===== src/design/im2col_pkg.sv =====
// ******************************
// Shared types for the im2col sequencer
// Widths, descriptor, config, bus request
// DMA register order and control states
// ******************************
`default_nettype none

package im2col_pkg;

  localparam int unsigned DMA_CH_NUM_DEFAULT = 4;
  localparam int unsigned DESC_DEPTH_DEFAULT = 8;
  localparam int unsigned DMA_CH_MAX         = 32;  // Widest channel mask supported

  typedef logic [31:0]           addr_t;
  typedef logic [31:0]           data_t;
  typedef logic [31:0]           ptr_t;
  typedef logic [7:0]            pad_t;
  typedef logic [15:0]           size_t;
  typedef logic [22:0]           inc_t;
  typedef logic [1:0]            dtype_t;  // 0 word, 1 half-word, 2 byte
  typedef logic [3:0]            log_stride_t;
  typedef logic [15:0]           slot_t;
  typedef logic [DMA_CH_MAX-1:0] ch_mask_t;
  typedef logic [3:0]            reg_sel_t;

  // DMA register write order, header first
  localparam reg_sel_t REG_DIM        = 4'd0;
  localparam reg_sel_t REG_SLOT       = 4'd1;
  localparam reg_sel_t REG_SRC_TYPE   = 4'd2;
  localparam reg_sel_t REG_DST_TYPE   = 4'd3;
  localparam reg_sel_t REG_PAD_TOP    = 4'd4;
  localparam reg_sel_t REG_PAD_BOTTOM = 4'd5;
  localparam reg_sel_t REG_PAD_LEFT   = 4'd6;
  localparam reg_sel_t REG_PAD_RIGHT  = 4'd7;
  localparam reg_sel_t REG_SRC_PTR    = 4'd8;
  localparam reg_sel_t REG_DST_PTR    = 4'd9;
  localparam reg_sel_t REG_INC_SRC_D1 = 4'd10;
  localparam reg_sel_t REG_INC_SRC_D2 = 4'd11;
  localparam reg_sel_t REG_INC_DST_D1 = 4'd12;
  localparam reg_sel_t REG_INC_DST_D2 = 4'd13;
  localparam reg_sel_t REG_SIZE_D2    = 4'd14;
  localparam reg_sel_t REG_SIZE_D1    = 4'd15;

  localparam reg_sel_t REG_FIRST_BODY  = 4'd4;   // Later descriptors start here
  localparam addr_t    REG_OFFSET_STEP = 32'd4;  // Byte distance between registers

  typedef struct packed {
    pad_t  pad_top;
    pad_t  pad_bottom;
    pad_t  pad_left;
    pad_t  pad_right;
    ptr_t  src_ptr;
    ptr_t  dst_ptr;
    inc_t  in_inc_d2;
    size_t size_d1;
    size_t size_d2;
    logic  last;  // Final tile of the job
  } im2col_desc_t;

  typedef struct packed {
    addr_t       ch_offset;
    ch_mask_t    ch_mask;
    slot_t       tx_slot;
    slot_t       rx_slot;
    dtype_t      data_type;
    log_stride_t log_stride_d1;
    logic        irq_en;
  } im2col_cfg_t;

  typedef struct packed {
    logic  valid;
    addr_t addr;
    data_t wdata;
  } reg_wr_t;

  typedef enum logic [1:0] {
    IDLE,
    GET,
    LOAD
  } ctrl_state_e;

endpackage

`default_nettype wire


===== src/design/im2col_desc_queue.sv =====
// ******************************
// Fall-through descriptor queue
// One credit returned per pop
// ******************************
`timescale 1ns/10ps
`default_nettype none

module im2col_desc_queue #(
  parameter int unsigned DEPTH = im2col_pkg::DESC_DEPTH_DEFAULT
) (
  input  logic                     clk_i,
  input  logic                     rst_ni,
  input  logic                     push_i,
  input  im2col_pkg::im2col_desc_t desc_i,
  input  logic                     pop_i,
  output im2col_pkg::im2col_desc_t desc_o,
  output logic                     empty_o,
  output logic                     credit_o
);
  import im2col_pkg::*;

  localparam int unsigned PTR_W = (DEPTH > 1) ? $clog2(DEPTH) : 1;
  localparam int unsigned CNT_W = $clog2(DEPTH + 1);

  im2col_desc_t           mem_q [DEPTH];
  logic [PTR_W-1:0]       wr_ptr_q;
  logic [PTR_W-1:0]       rd_ptr_q;
  logic [CNT_W-1:0]       count_q;
  logic                   credit_q;
  logic                   do_push;
  logic                   do_pop;

  assign empty_o  = (count_q == '0);
  assign do_pop   = pop_i && !empty_o;
  assign do_push  = push_i && ((count_q != CNT_W'(DEPTH)) || do_pop);
  assign desc_o   = mem_q[rd_ptr_q];  // Head is visible while not empty
  assign credit_o = credit_q;

  always_ff @(posedge clk_i) begin
    if (do_push) begin
      mem_q[wr_ptr_q] <= desc_i;
    end
  end

  always_ff @(posedge clk_i or negedge rst_ni) begin
    if (!rst_ni) begin
      wr_ptr_q <= '0;
      rd_ptr_q <= '0;
      count_q  <= '0;
      credit_q <= 1'b0;
    end else begin
      credit_q <= do_pop;
      if (do_push) begin
        wr_ptr_q <= (wr_ptr_q == PTR_W'(DEPTH - 1)) ? '0 : wr_ptr_q + 1'b1;
      end
      if (do_pop) begin
        rd_ptr_q <= (rd_ptr_q == PTR_W'(DEPTH - 1)) ? '0 : rd_ptr_q + 1'b1;
      end
      if (do_push && !do_pop) begin
        count_q <= count_q + 1'b1;
      end else if (do_pop && !do_push) begin
        count_q <= count_q - 1'b1;
      end
    end
  end

endmodule

`default_nettype wire


===== src/design/im2col_ctrl_fsm.sv =====
// ******************************
// Job and channel control FSM
// Channel-free tracking, done pulse
// Busy status and interrupt flag
// ******************************
`timescale 1ns/10ps
`default_nettype none

module im2col_ctrl_fsm #(
  parameter int unsigned DMA_CH_NUM = im2col_pkg::DMA_CH_NUM_DEFAULT
) (
  input  logic                 clk_i,
  input  logic                 rst_ni,
  input  logic                 start_i,
  input  logic                 irq_en_i,
  input  logic                 irq_clear_i,
  input  im2col_pkg::ch_mask_t ch_mask_i,
  input  im2col_pkg::ch_mask_t dma_done_i,
  input  logic                 q_empty_i,
  input  logic                 head_last_i,
  input  logic                 seq_done_i,
  output logic                 seq_start_o,
  output logic                 first_o,
  output logic                 pop_o,
  output logic                 busy_o,
  output logic                 done_o,
  output logic                 irq_o
);
  import im2col_pkg::*;

  ctrl_state_e state_q;
  ctrl_state_e state_d;
  logic        ch_free_q;
  logic        first_q;     // Next descriptor gets the header
  logic        finished_q;  // Last descriptor loaded
  logic        busy_q;
  logic        done_q;
  logic        irq_q;
  logic        ch_done;
  logic        dispatch;
  logic        job_end;

  // Completions on unmasked channels are ignored
  assign ch_done  = |(ch_mask_i[DMA_CH_NUM-1:0] & dma_done_i[DMA_CH_NUM-1:0]);
  assign dispatch = busy_q && !finished_q && !q_empty_i && ch_free_q;
  assign job_end  = finished_q && ch_free_q;

  always_comb begin
    state_d     = state_q;
    seq_start_o = 1'b0;
    pop_o       = 1'b0;
    unique case (state_q)
      IDLE: begin
        if (dispatch) begin
          state_d = GET;
        end
      end
      GET: begin
        seq_start_o = 1'b1;  // Channel claimed on this edge
        state_d     = LOAD;
      end
      LOAD: begin
        if (seq_done_i) begin
          pop_o   = 1'b1;
          state_d = IDLE;
        end
      end
      default: state_d = IDLE;
    endcase
  end

  always_ff @(posedge clk_i or negedge rst_ni) begin
    if (!rst_ni) begin
      state_q    <= IDLE;
      ch_free_q  <= 1'b1;
      first_q    <= 1'b1;
      finished_q <= 1'b0;
      busy_q     <= 1'b0;
      done_q     <= 1'b0;
    end else begin
      state_q <= state_d;
      done_q  <= job_end;  // One cycle, finished_q drops with it
      if (ch_done) begin
        ch_free_q <= 1'b1;
      end
      if (state_q == GET) begin
        ch_free_q <= 1'b0;
      end
      if (pop_o) begin
        first_q <= 1'b0;
        if (head_last_i) begin
          finished_q <= 1'b1;
        end
      end
      if (job_end) begin
        finished_q <= 1'b0;
        busy_q     <= 1'b0;
      end
      // A new job restarts the header and frees the channel
      if (start_i) begin
        busy_q     <= 1'b1;
        ch_free_q  <= 1'b1;
        first_q    <= 1'b1;
        finished_q <= 1'b0;
      end
    end
  end

  always_ff @(posedge clk_i or negedge rst_ni) begin
    if (!rst_ni) begin
      irq_q <= 1'b0;
    end else if (job_end && irq_en_i) begin
      irq_q <= 1'b1;  // Rises together with done_o
    end else if (irq_clear_i) begin
      irq_q <= 1'b0;
    end
  end

  assign first_o = first_q;
  assign busy_o  = busy_q;
  assign done_o  = done_q;
  assign irq_o   = irq_q;

endmodule

`default_nettype wire


===== src/design/im2col_reg_counter.sv =====
// ******************************
// DMA register write sequencer
// Header skipped after first tile
// ******************************
`timescale 1ns/10ps
`default_nettype none

module im2col_reg_counter (
  input  logic                 clk_i,
  input  logic                 rst_ni,
  input  logic                 start_i,
  input  logic                 first_i,
  input  logic                 accept_i,
  output im2col_pkg::reg_sel_t sel_o,
  output logic                 active_o,
  output logic                 seq_done_o
);
  import im2col_pkg::*;

  reg_sel_t sel_q;
  reg_sel_t start_sel;
  logic     active_q;
  logic     seq_done_q;
  logic     last_accept;

  assign start_sel   = first_i ? REG_DIM : REG_FIRST_BODY;
  assign last_accept = active_q && accept_i && (sel_q == REG_SIZE_D1);

  // Start index is shown in the start cycle so the bus master can load it
  assign sel_o      = start_i ? start_sel : sel_q;
  assign active_o   = start_i || active_q;
  assign seq_done_o = seq_done_q;

  always_ff @(posedge clk_i or negedge rst_ni) begin
    if (!rst_ni) begin
      sel_q      <= REG_DIM;
      active_q   <= 1'b0;
      seq_done_q <= 1'b0;
    end else begin
      seq_done_q <= last_accept;
      if (start_i) begin
        sel_q    <= start_sel;
        active_q <= 1'b1;
      end else if (last_accept) begin
        active_q <= 1'b0;
      end else if (active_q && accept_i) begin
        sel_q <= sel_q + 1'b1;
      end
    end
  end

endmodule

`default_nettype wire


===== src/design/im2col_reg_word.sv =====
// ******************************
// DMA register address and data
// built from descriptor and config
// ******************************
`timescale 1ns/10ps
`default_nettype none

module im2col_reg_word (
  input  im2col_pkg::reg_sel_t     sel_i,
  input  im2col_pkg::im2col_desc_t desc_i,
  input  im2col_pkg::im2col_cfg_t  cfg_i,
  output im2col_pkg::addr_t        addr_o,
  output im2col_pkg::data_t        wdata_o
);
  import im2col_pkg::*;

  logic [1:0] du_shift;  // Bytes per data unit, as a shift

  assign du_shift = 2'd2 - cfg_i.data_type;
  assign addr_o   = cfg_i.ch_offset + REG_OFFSET_STEP * addr_t'(sel_i);

  always_comb begin
    wdata_o = '0;
    unique case (sel_i)
      REG_DIM: begin
        wdata_o = 32'd1;  // Two-dimensional transfer
      end
      REG_SLOT: begin
        wdata_o = {cfg_i.tx_slot, cfg_i.rx_slot};
      end
      REG_SRC_TYPE, REG_DST_TYPE: begin
        wdata_o = {30'h0, cfg_i.data_type};
      end
      REG_PAD_TOP:    wdata_o = {24'h0, desc_i.pad_top};
      REG_PAD_BOTTOM: wdata_o = {24'h0, desc_i.pad_bottom};
      REG_PAD_LEFT:   wdata_o = {24'h0, desc_i.pad_left};
      REG_PAD_RIGHT:  wdata_o = {24'h0, desc_i.pad_right};
      REG_SRC_PTR:    wdata_o = desc_i.src_ptr;
      REG_DST_PTR:    wdata_o = desc_i.dst_ptr;
      REG_INC_SRC_D1: begin
        // Stride in bytes, limited to the 6-bit field
        wdata_o = ((32'd1 << cfg_i.log_stride_d1) << du_shift) & 32'h3f;
      end
      REG_INC_SRC_D2: begin
        wdata_o = ({9'h0, desc_i.in_inc_d2} << du_shift) & 32'h7fffff;
      end
      REG_INC_DST_D1, REG_INC_DST_D2: begin
        wdata_o = 32'd4 >> cfg_i.data_type;  // Dense output
      end
      REG_SIZE_D2:    wdata_o = {16'h0, desc_i.size_d2};
      REG_SIZE_D1:    wdata_o = {16'h0, desc_i.size_d1};  // Starts the DMA
      default:        wdata_o = '0;
    endcase
  end

endmodule

`default_nettype wire


===== src/design/im2col_bus_master.sv =====
// ******************************
// Register bus write master
// Holds each request until ready
// ******************************
`timescale 1ns/10ps
`default_nettype none

module im2col_bus_master (
  input  logic                clk_i,
  input  logic                rst_ni,
  input  logic                active_i,
  input  im2col_pkg::addr_t   addr_i,
  input  im2col_pkg::data_t   wdata_i,
  input  logic                bus_ready_i,
  output im2col_pkg::reg_wr_t bus_req_o,
  output logic                accept_o
);
  import im2col_pkg::*;

  logic  valid_q;
  addr_t addr_q;
  data_t wdata_q;
  logic  load;

  // New index pending and the bus is free
  assign load     = active_i && !valid_q;
  assign accept_o = valid_q && bus_ready_i;

  always_ff @(posedge clk_i) begin
    if (load) begin
      addr_q  <= addr_i;
      wdata_q <= wdata_i;
    end
  end

  always_ff @(posedge clk_i or negedge rst_ni) begin
    if (!rst_ni) begin
      valid_q <= 1'b0;
    end else if (load) begin
      valid_q <= 1'b1;
    end else if (accept_o) begin
      valid_q <= 1'b0;  // One idle cycle before the next write
    end
  end

  assign bus_req_o = '{valid: valid_q, addr: addr_q, wdata: wdata_q};

endmodule

`default_nettype wire


===== src/design/im2col_spc.sv =====
// ******************************
// im2col transfer sequencer top
// Queue, control FSM, counter,
// word builder and bus master
// ******************************
`timescale 1ns/10ps
`default_nettype none

module im2col_spc #(
  parameter int unsigned DMA_CH_NUM = im2col_pkg::DMA_CH_NUM_DEFAULT,
  parameter int unsigned DESC_DEPTH = im2col_pkg::DESC_DEPTH_DEFAULT
) (
  input  logic                     clk_i,
  input  logic                     rst_ni,
  input  logic                     start_i,
  input  im2col_pkg::im2col_cfg_t  cfg_i,
  input  logic                     irq_clear_i,
  input  logic                     desc_valid_i,
  input  im2col_pkg::im2col_desc_t desc_i,
  input  logic                     bus_ready_i,
  input  im2col_pkg::ch_mask_t     dma_done_i,
  output logic                     credit_o,
  output im2col_pkg::reg_wr_t      bus_req_o,
  output logic                     busy_o,
  output logic                     done_o,
  output logic                     irq_o
);
  import im2col_pkg::*;

  im2col_desc_t head_desc;
  logic         q_empty;
  logic         q_pop;
  logic         seq_start;
  logic         seq_first;
  logic         seq_done;
  reg_sel_t     reg_sel;
  logic         reg_active;
  logic         wr_accept;
  addr_t        wr_addr;
  data_t        wr_wdata;

  im2col_desc_queue #(
    .DEPTH(DESC_DEPTH)
  ) u_queue (
    .clk_i    (clk_i),
    .rst_ni   (rst_ni),
    .push_i   (desc_valid_i),
    .desc_i   (desc_i),
    .pop_i    (q_pop),
    .desc_o   (head_desc),
    .empty_o  (q_empty),
    .credit_o (credit_o)
  );

  im2col_ctrl_fsm #(
    .DMA_CH_NUM(DMA_CH_NUM)
  ) u_ctrl (
    .clk_i       (clk_i),
    .rst_ni      (rst_ni),
    .start_i     (start_i),
    .irq_en_i    (cfg_i.irq_en),
    .irq_clear_i (irq_clear_i),
    .ch_mask_i   (cfg_i.ch_mask),
    .dma_done_i  (dma_done_i),
    .q_empty_i   (q_empty),
    .head_last_i (head_desc.last),
    .seq_done_i  (seq_done),
    .seq_start_o (seq_start),
    .first_o     (seq_first),
    .pop_o       (q_pop),
    .busy_o      (busy_o),
    .done_o      (done_o),
    .irq_o       (irq_o)
  );

  im2col_reg_counter u_counter (
    .clk_i      (clk_i),
    .rst_ni     (rst_ni),
    .start_i    (seq_start),
    .first_i    (seq_first),
    .accept_i   (wr_accept),
    .sel_o      (reg_sel),
    .active_o   (reg_active),
    .seq_done_o (seq_done)
  );

  im2col_reg_word u_word (
    .sel_i   (reg_sel),
    .desc_i  (head_desc),
    .cfg_i   (cfg_i),
    .addr_o  (wr_addr),
    .wdata_o (wr_wdata)
  );

  im2col_bus_master u_bus (
    .clk_i       (clk_i),
    .rst_ni      (rst_ni),
    .active_i    (reg_active),
    .addr_i      (wr_addr),
    .wdata_i     (wr_wdata),
    .bus_ready_i (bus_ready_i),
    .bus_req_o   (bus_req_o),
    .accept_o    (wr_accept)
  );

endmodule

`default_nettype wire


===== config.mk =====
export PLATFORM = sky130hd
export DESIGN_NAME = im2col_spc
export DESIGN_NICKNAME = d
export VERILOG_FILES = /design/src/design/im2col_pkg.sv /design/src/design/im2col_desc_queue.sv /design/src/design/im2col_ctrl_fsm.sv /design/src/design/im2col_reg_counter.sv /design/src/design/im2col_reg_word.sv /design/src/design/im2col_bus_master.sv /design/src/design/im2col_spc.sv
export SDC_FILE = /design/constraint.sdc
export NUM_CORES = 1
export LEC_CHECK = 0
export BUFFER_PORTS_ARGS = -buffer_cell sky130_fd_sc_hd__buf_2
export CORE_UTILIZATION = 65
export CTS_BUF_LIST = sky130_fd_sc_hd__clkbuf_8
export DETAILED_ROUTE_END_ITERATION = 7
export PLACE_DENSITY = 0.89
export SLEW_MARGIN = 15
export SYNTH_ARGS = -nofsm -noshare
export SYNTH_HDL_FRONTEND = slang
export SYNTH_HIERARCHICAL = 1
export SYNTH_SLANG_ARGS = --single-unit
export TNS_END_PERCENT = 100

===== constraint.sdc =====
create_clock -name clk_i -period 39.1 [get_ports clk_i]
set_input_delay 5.865 -clock clk_i [delete_from_list [all_inputs] [get_ports clk_i]]
set_output_delay 5.865 -clock clk_i [all_outputs]
set_load 0.01 [all_outputs]

==> run summary <==
outcome - completed
DR DRC count - 0
post-route cell area - 57,800 um^2
antenna violations before repair - 42
Initial Utilization - 0.657
Seq pwr share - 0.564
Core ar. - 78,900 um^2
CTS tree - built
Pre-antenna DRT Iters - 8
total power - 3230 uW
Comb power frac - 0.131
R2R setup slack - 33.73 ns
Via-to-Cell Ratio - 6.60
cts bufs inserted - 193
Die X - 284 um
xor-xnor portion of the synthesized cell area - 0.00524
Worst-Margin Slew - 1.13 ns
num rows - 103
WP data required - 39.52 ns
gr usage total - 0.291
area delta synth->final - 11.6%
fin crit period - 8.66 ns
Worst IR Drop VDD - 38.4 uV
GRT overflow - 0
io pins - 362
Final GP Congestion - 0.876
clock buffer depth - 3
Clock Tree Root - clkbuf_8
Post-Syn Area - 51,800 um^2
slowest CP cell - buf_4
vias in the first global route - 27,504
final wirelength - 116,000 um
Post-DP HPWL - 67,100 um
clock sinks - 1,306
H-Tree Depth - 4
top cells by area, synth - edfxtp_1, mux4_2, mux2_2
Power Dens Cells - 55.8 nW/um^2
Final Hold Violating Endpoints - 0
I/O Buffers - 305
multiplexer area fraction after synthesis - 0.175
Max transition margin - 0.249
Synth Area in Compound Gates - 0.0196
Net Switching - 840 uW
post-synth top area cell - edfxtp_1
die area - 80,800 um^2
fin crit share - 0.222
Leak - 0.0188 uW
Worst setup EP type - register
Slew Viols, Final - 0
main combinational cell family by area after synthesis - multiplexers
Syn. warnings - 6
via count - 26,261
pin count of the biggest net entering global routing - 166
Post-CTS Setup Bufs - 0
share of layout cells above drive strength 1 - 0.373
Seq/Total Area, Yosys - 0.754
DR iter-0 viols - 3,029
fillcell total - 4,234
Sw Share - 0.260
CP peak stage delay - 0.84 ns
Mapped Cells - 2,346
startpoint types - primary input
Post-Syn Nets - 2,656
Routed Antenna Nets - 0
Fmax - 115 MHz
P_int - 2390 uW
Unique masters post-synth - 75
final setup vio count - 0
Post-Route Utilization - 0.733
CP dominant cell by count - buf_4
worst path cell trace - buf_2 > o211ai_1 > nor2_4 > buf_4 > buf_4 > buf_4
Die H - 284 um
first-pass GRT wire length - 171,000 um
placed cell area - 54,300 um^2
Worst Clk Skew - 0.0418 ns
post_cts resized - 0
Clk network pwr share - 0.304
ys async rst share - 0.0199
Synth Area in Adders - 0.00440
worst slack at placement - 29.68 ns
synthesized area per cell - 22.1 um^2
Final WS setup - 30.44 ns
worst hold-check path type - reg -> reg
Clock Latency Late Sink - 0.83 ns
most common library cells after synthesis - edfxtp_1, mux4_2, mux2_2, nand2_1, buf_2
most numerous cell in the Yosys netlist - edfxtp_1
Fin Setup TNS - 0 ns
Max FO, Critical Path - 57
critical path class - in -> reg
top_reg_cell synth - edfxtp_1
Yosys reg bits - 1,306
hold_buf cts - 0
Max-Cap Viols - 0
post-synth top area share - 0.742
EDFF count, synth - 1,280
arrival time worst endpoint - 9.08 ns
Worst-path clk slew - 0.06 ns
Nets - 3,074
post-synthesis simple-gate area fraction - 0.0238
RSZ-0062 raised after global routing - no
WL/cell - 29.1 um
flip-flops by register name (all words and copies together), names as in the netlist:
register,cells
u_bus/addr_q,32
u_queue/count_q,4
u_counter/sel_q,4
u_ctrl/state_q,2
u_ctrl/irq_o,1
u_bus/valid_q,1
u_counter/active_q,1
u_ctrl/busy_o,1
u_ctrl/done_o,1
u_ctrl/ch_free_q,1
u_bus/wdata_q,32
u_queue/rd_ptr_q,3
u_queue/wr_ptr_q,3
u_ctrl/first_o,1
u_ctrl/finished_q,1
u_counter/seq_done_o,1
u_queue/mem_q,1216
u_queue/credit_o,1
cells by family (layout without fill, tap and decap cells):
| family | after synthesis | in the layout |
|---|---|---|
| flops | 1306 | 1306 |
| mux | 496 | 496 |
| simple gates | 212 | 212 |
| buf+inv | 154 | 717 |
| compound gates | 130 | 130 |
| xor+xnor | 31 | 31 |
| fa+ha+maj | 17 | 17 |
| other cells | 0 | 20 |
layer usage:
metal	global-route usage	routed length (um)
met1	0.378	41000
met2	0.475	58300
met3	0.0788	13000
met4	0.115	3210
met5	0	199
worst paths after layout:
kind | cells past startpoint | to | start
min in group asynchronous | 1 | u_queue/credit_o | rst_ni
setup reg to reg | 9 | u_bus/wdata_q[1] | u_queue/rd_ptr_q[0]
hold / removal | 1 | u_ctrl/state_q[0] | u_ctrl/state_q[0]
setup / recovery | 6 | u_queue/mem_q[5][139] | desc_valid_i
max in group asynchronous | 1 | u_queue/rd_ptr_q[2] | rst_ni
hold reg to reg | 1 | u_ctrl/state_q[0] | u_ctrl/state_q[0]
power by group through the flow:
stage,Combinational [uW],Clock [uW],Sequential (uW)
floorplan,238,0,1890
finish,424,983,1820
global placement,402,0,1830
detailed placement,415,0,1850
CTS,419,998,1820
global route,445,1060,1830
layout by cell type, fill, tap and decap left out, types with 9 or more instances in the layout:
master and count:
a21oi_1 13, a222oi_1 28, a22o_1 9, a22oi_1 11, and3_1 12, buf_2 305, buf_4 39, clkbuf_8 196
clkinv_1 47, clkinv_2 16, dfrtp_1 21, diode_2 20, edfxtp_1 1280, ha_1 15, inv_1 95, mux2_2 165
mux2i_1 16, mux4_2 312, nand2_1 39, nand2b_1 11, nand3_1 34, nand4_1 14, nor2_1 20, nor2b_1 15
o211ai_1 9, o21ai_0 18, xnor2_1 27
area by class of cell:
cell class / count / area [um^2] / share of cell area
Sequential cell: 1306 / 39100 / 0.676
Tap cell: 1050 / 1310 / 0.0227
Antenna cell: 20 / 50.0 / 0.000866
Clock inverter: 144 / 731 / 0.0126
Inverter: 29 / 109 / 0.00188
Timing Repair Buffer: 348 / 1900 / 0.0329
Multi-Input combinational cell: 886 / 11900 / 0.206
Clock buffer: 196 / 2700 / 0.0467
worst max-delay path: cells and delay by family:
kind | cells | cell delay (ns)
and+or+nand+nor | 1 | 0.19
buffers and inverters | 4 | 2.54
AOI/OAI and AO/OA | 1 | 0.31
through the flow:
step                cells  hold slack (ns)
floorplan            2346            0.434
global placement     3619            0.447
detailed placement   3619            0.476
CTS                  3959            0.481
global route         3973            0.522
finish               3979            0.500
(Power assumes the default switching activity.)
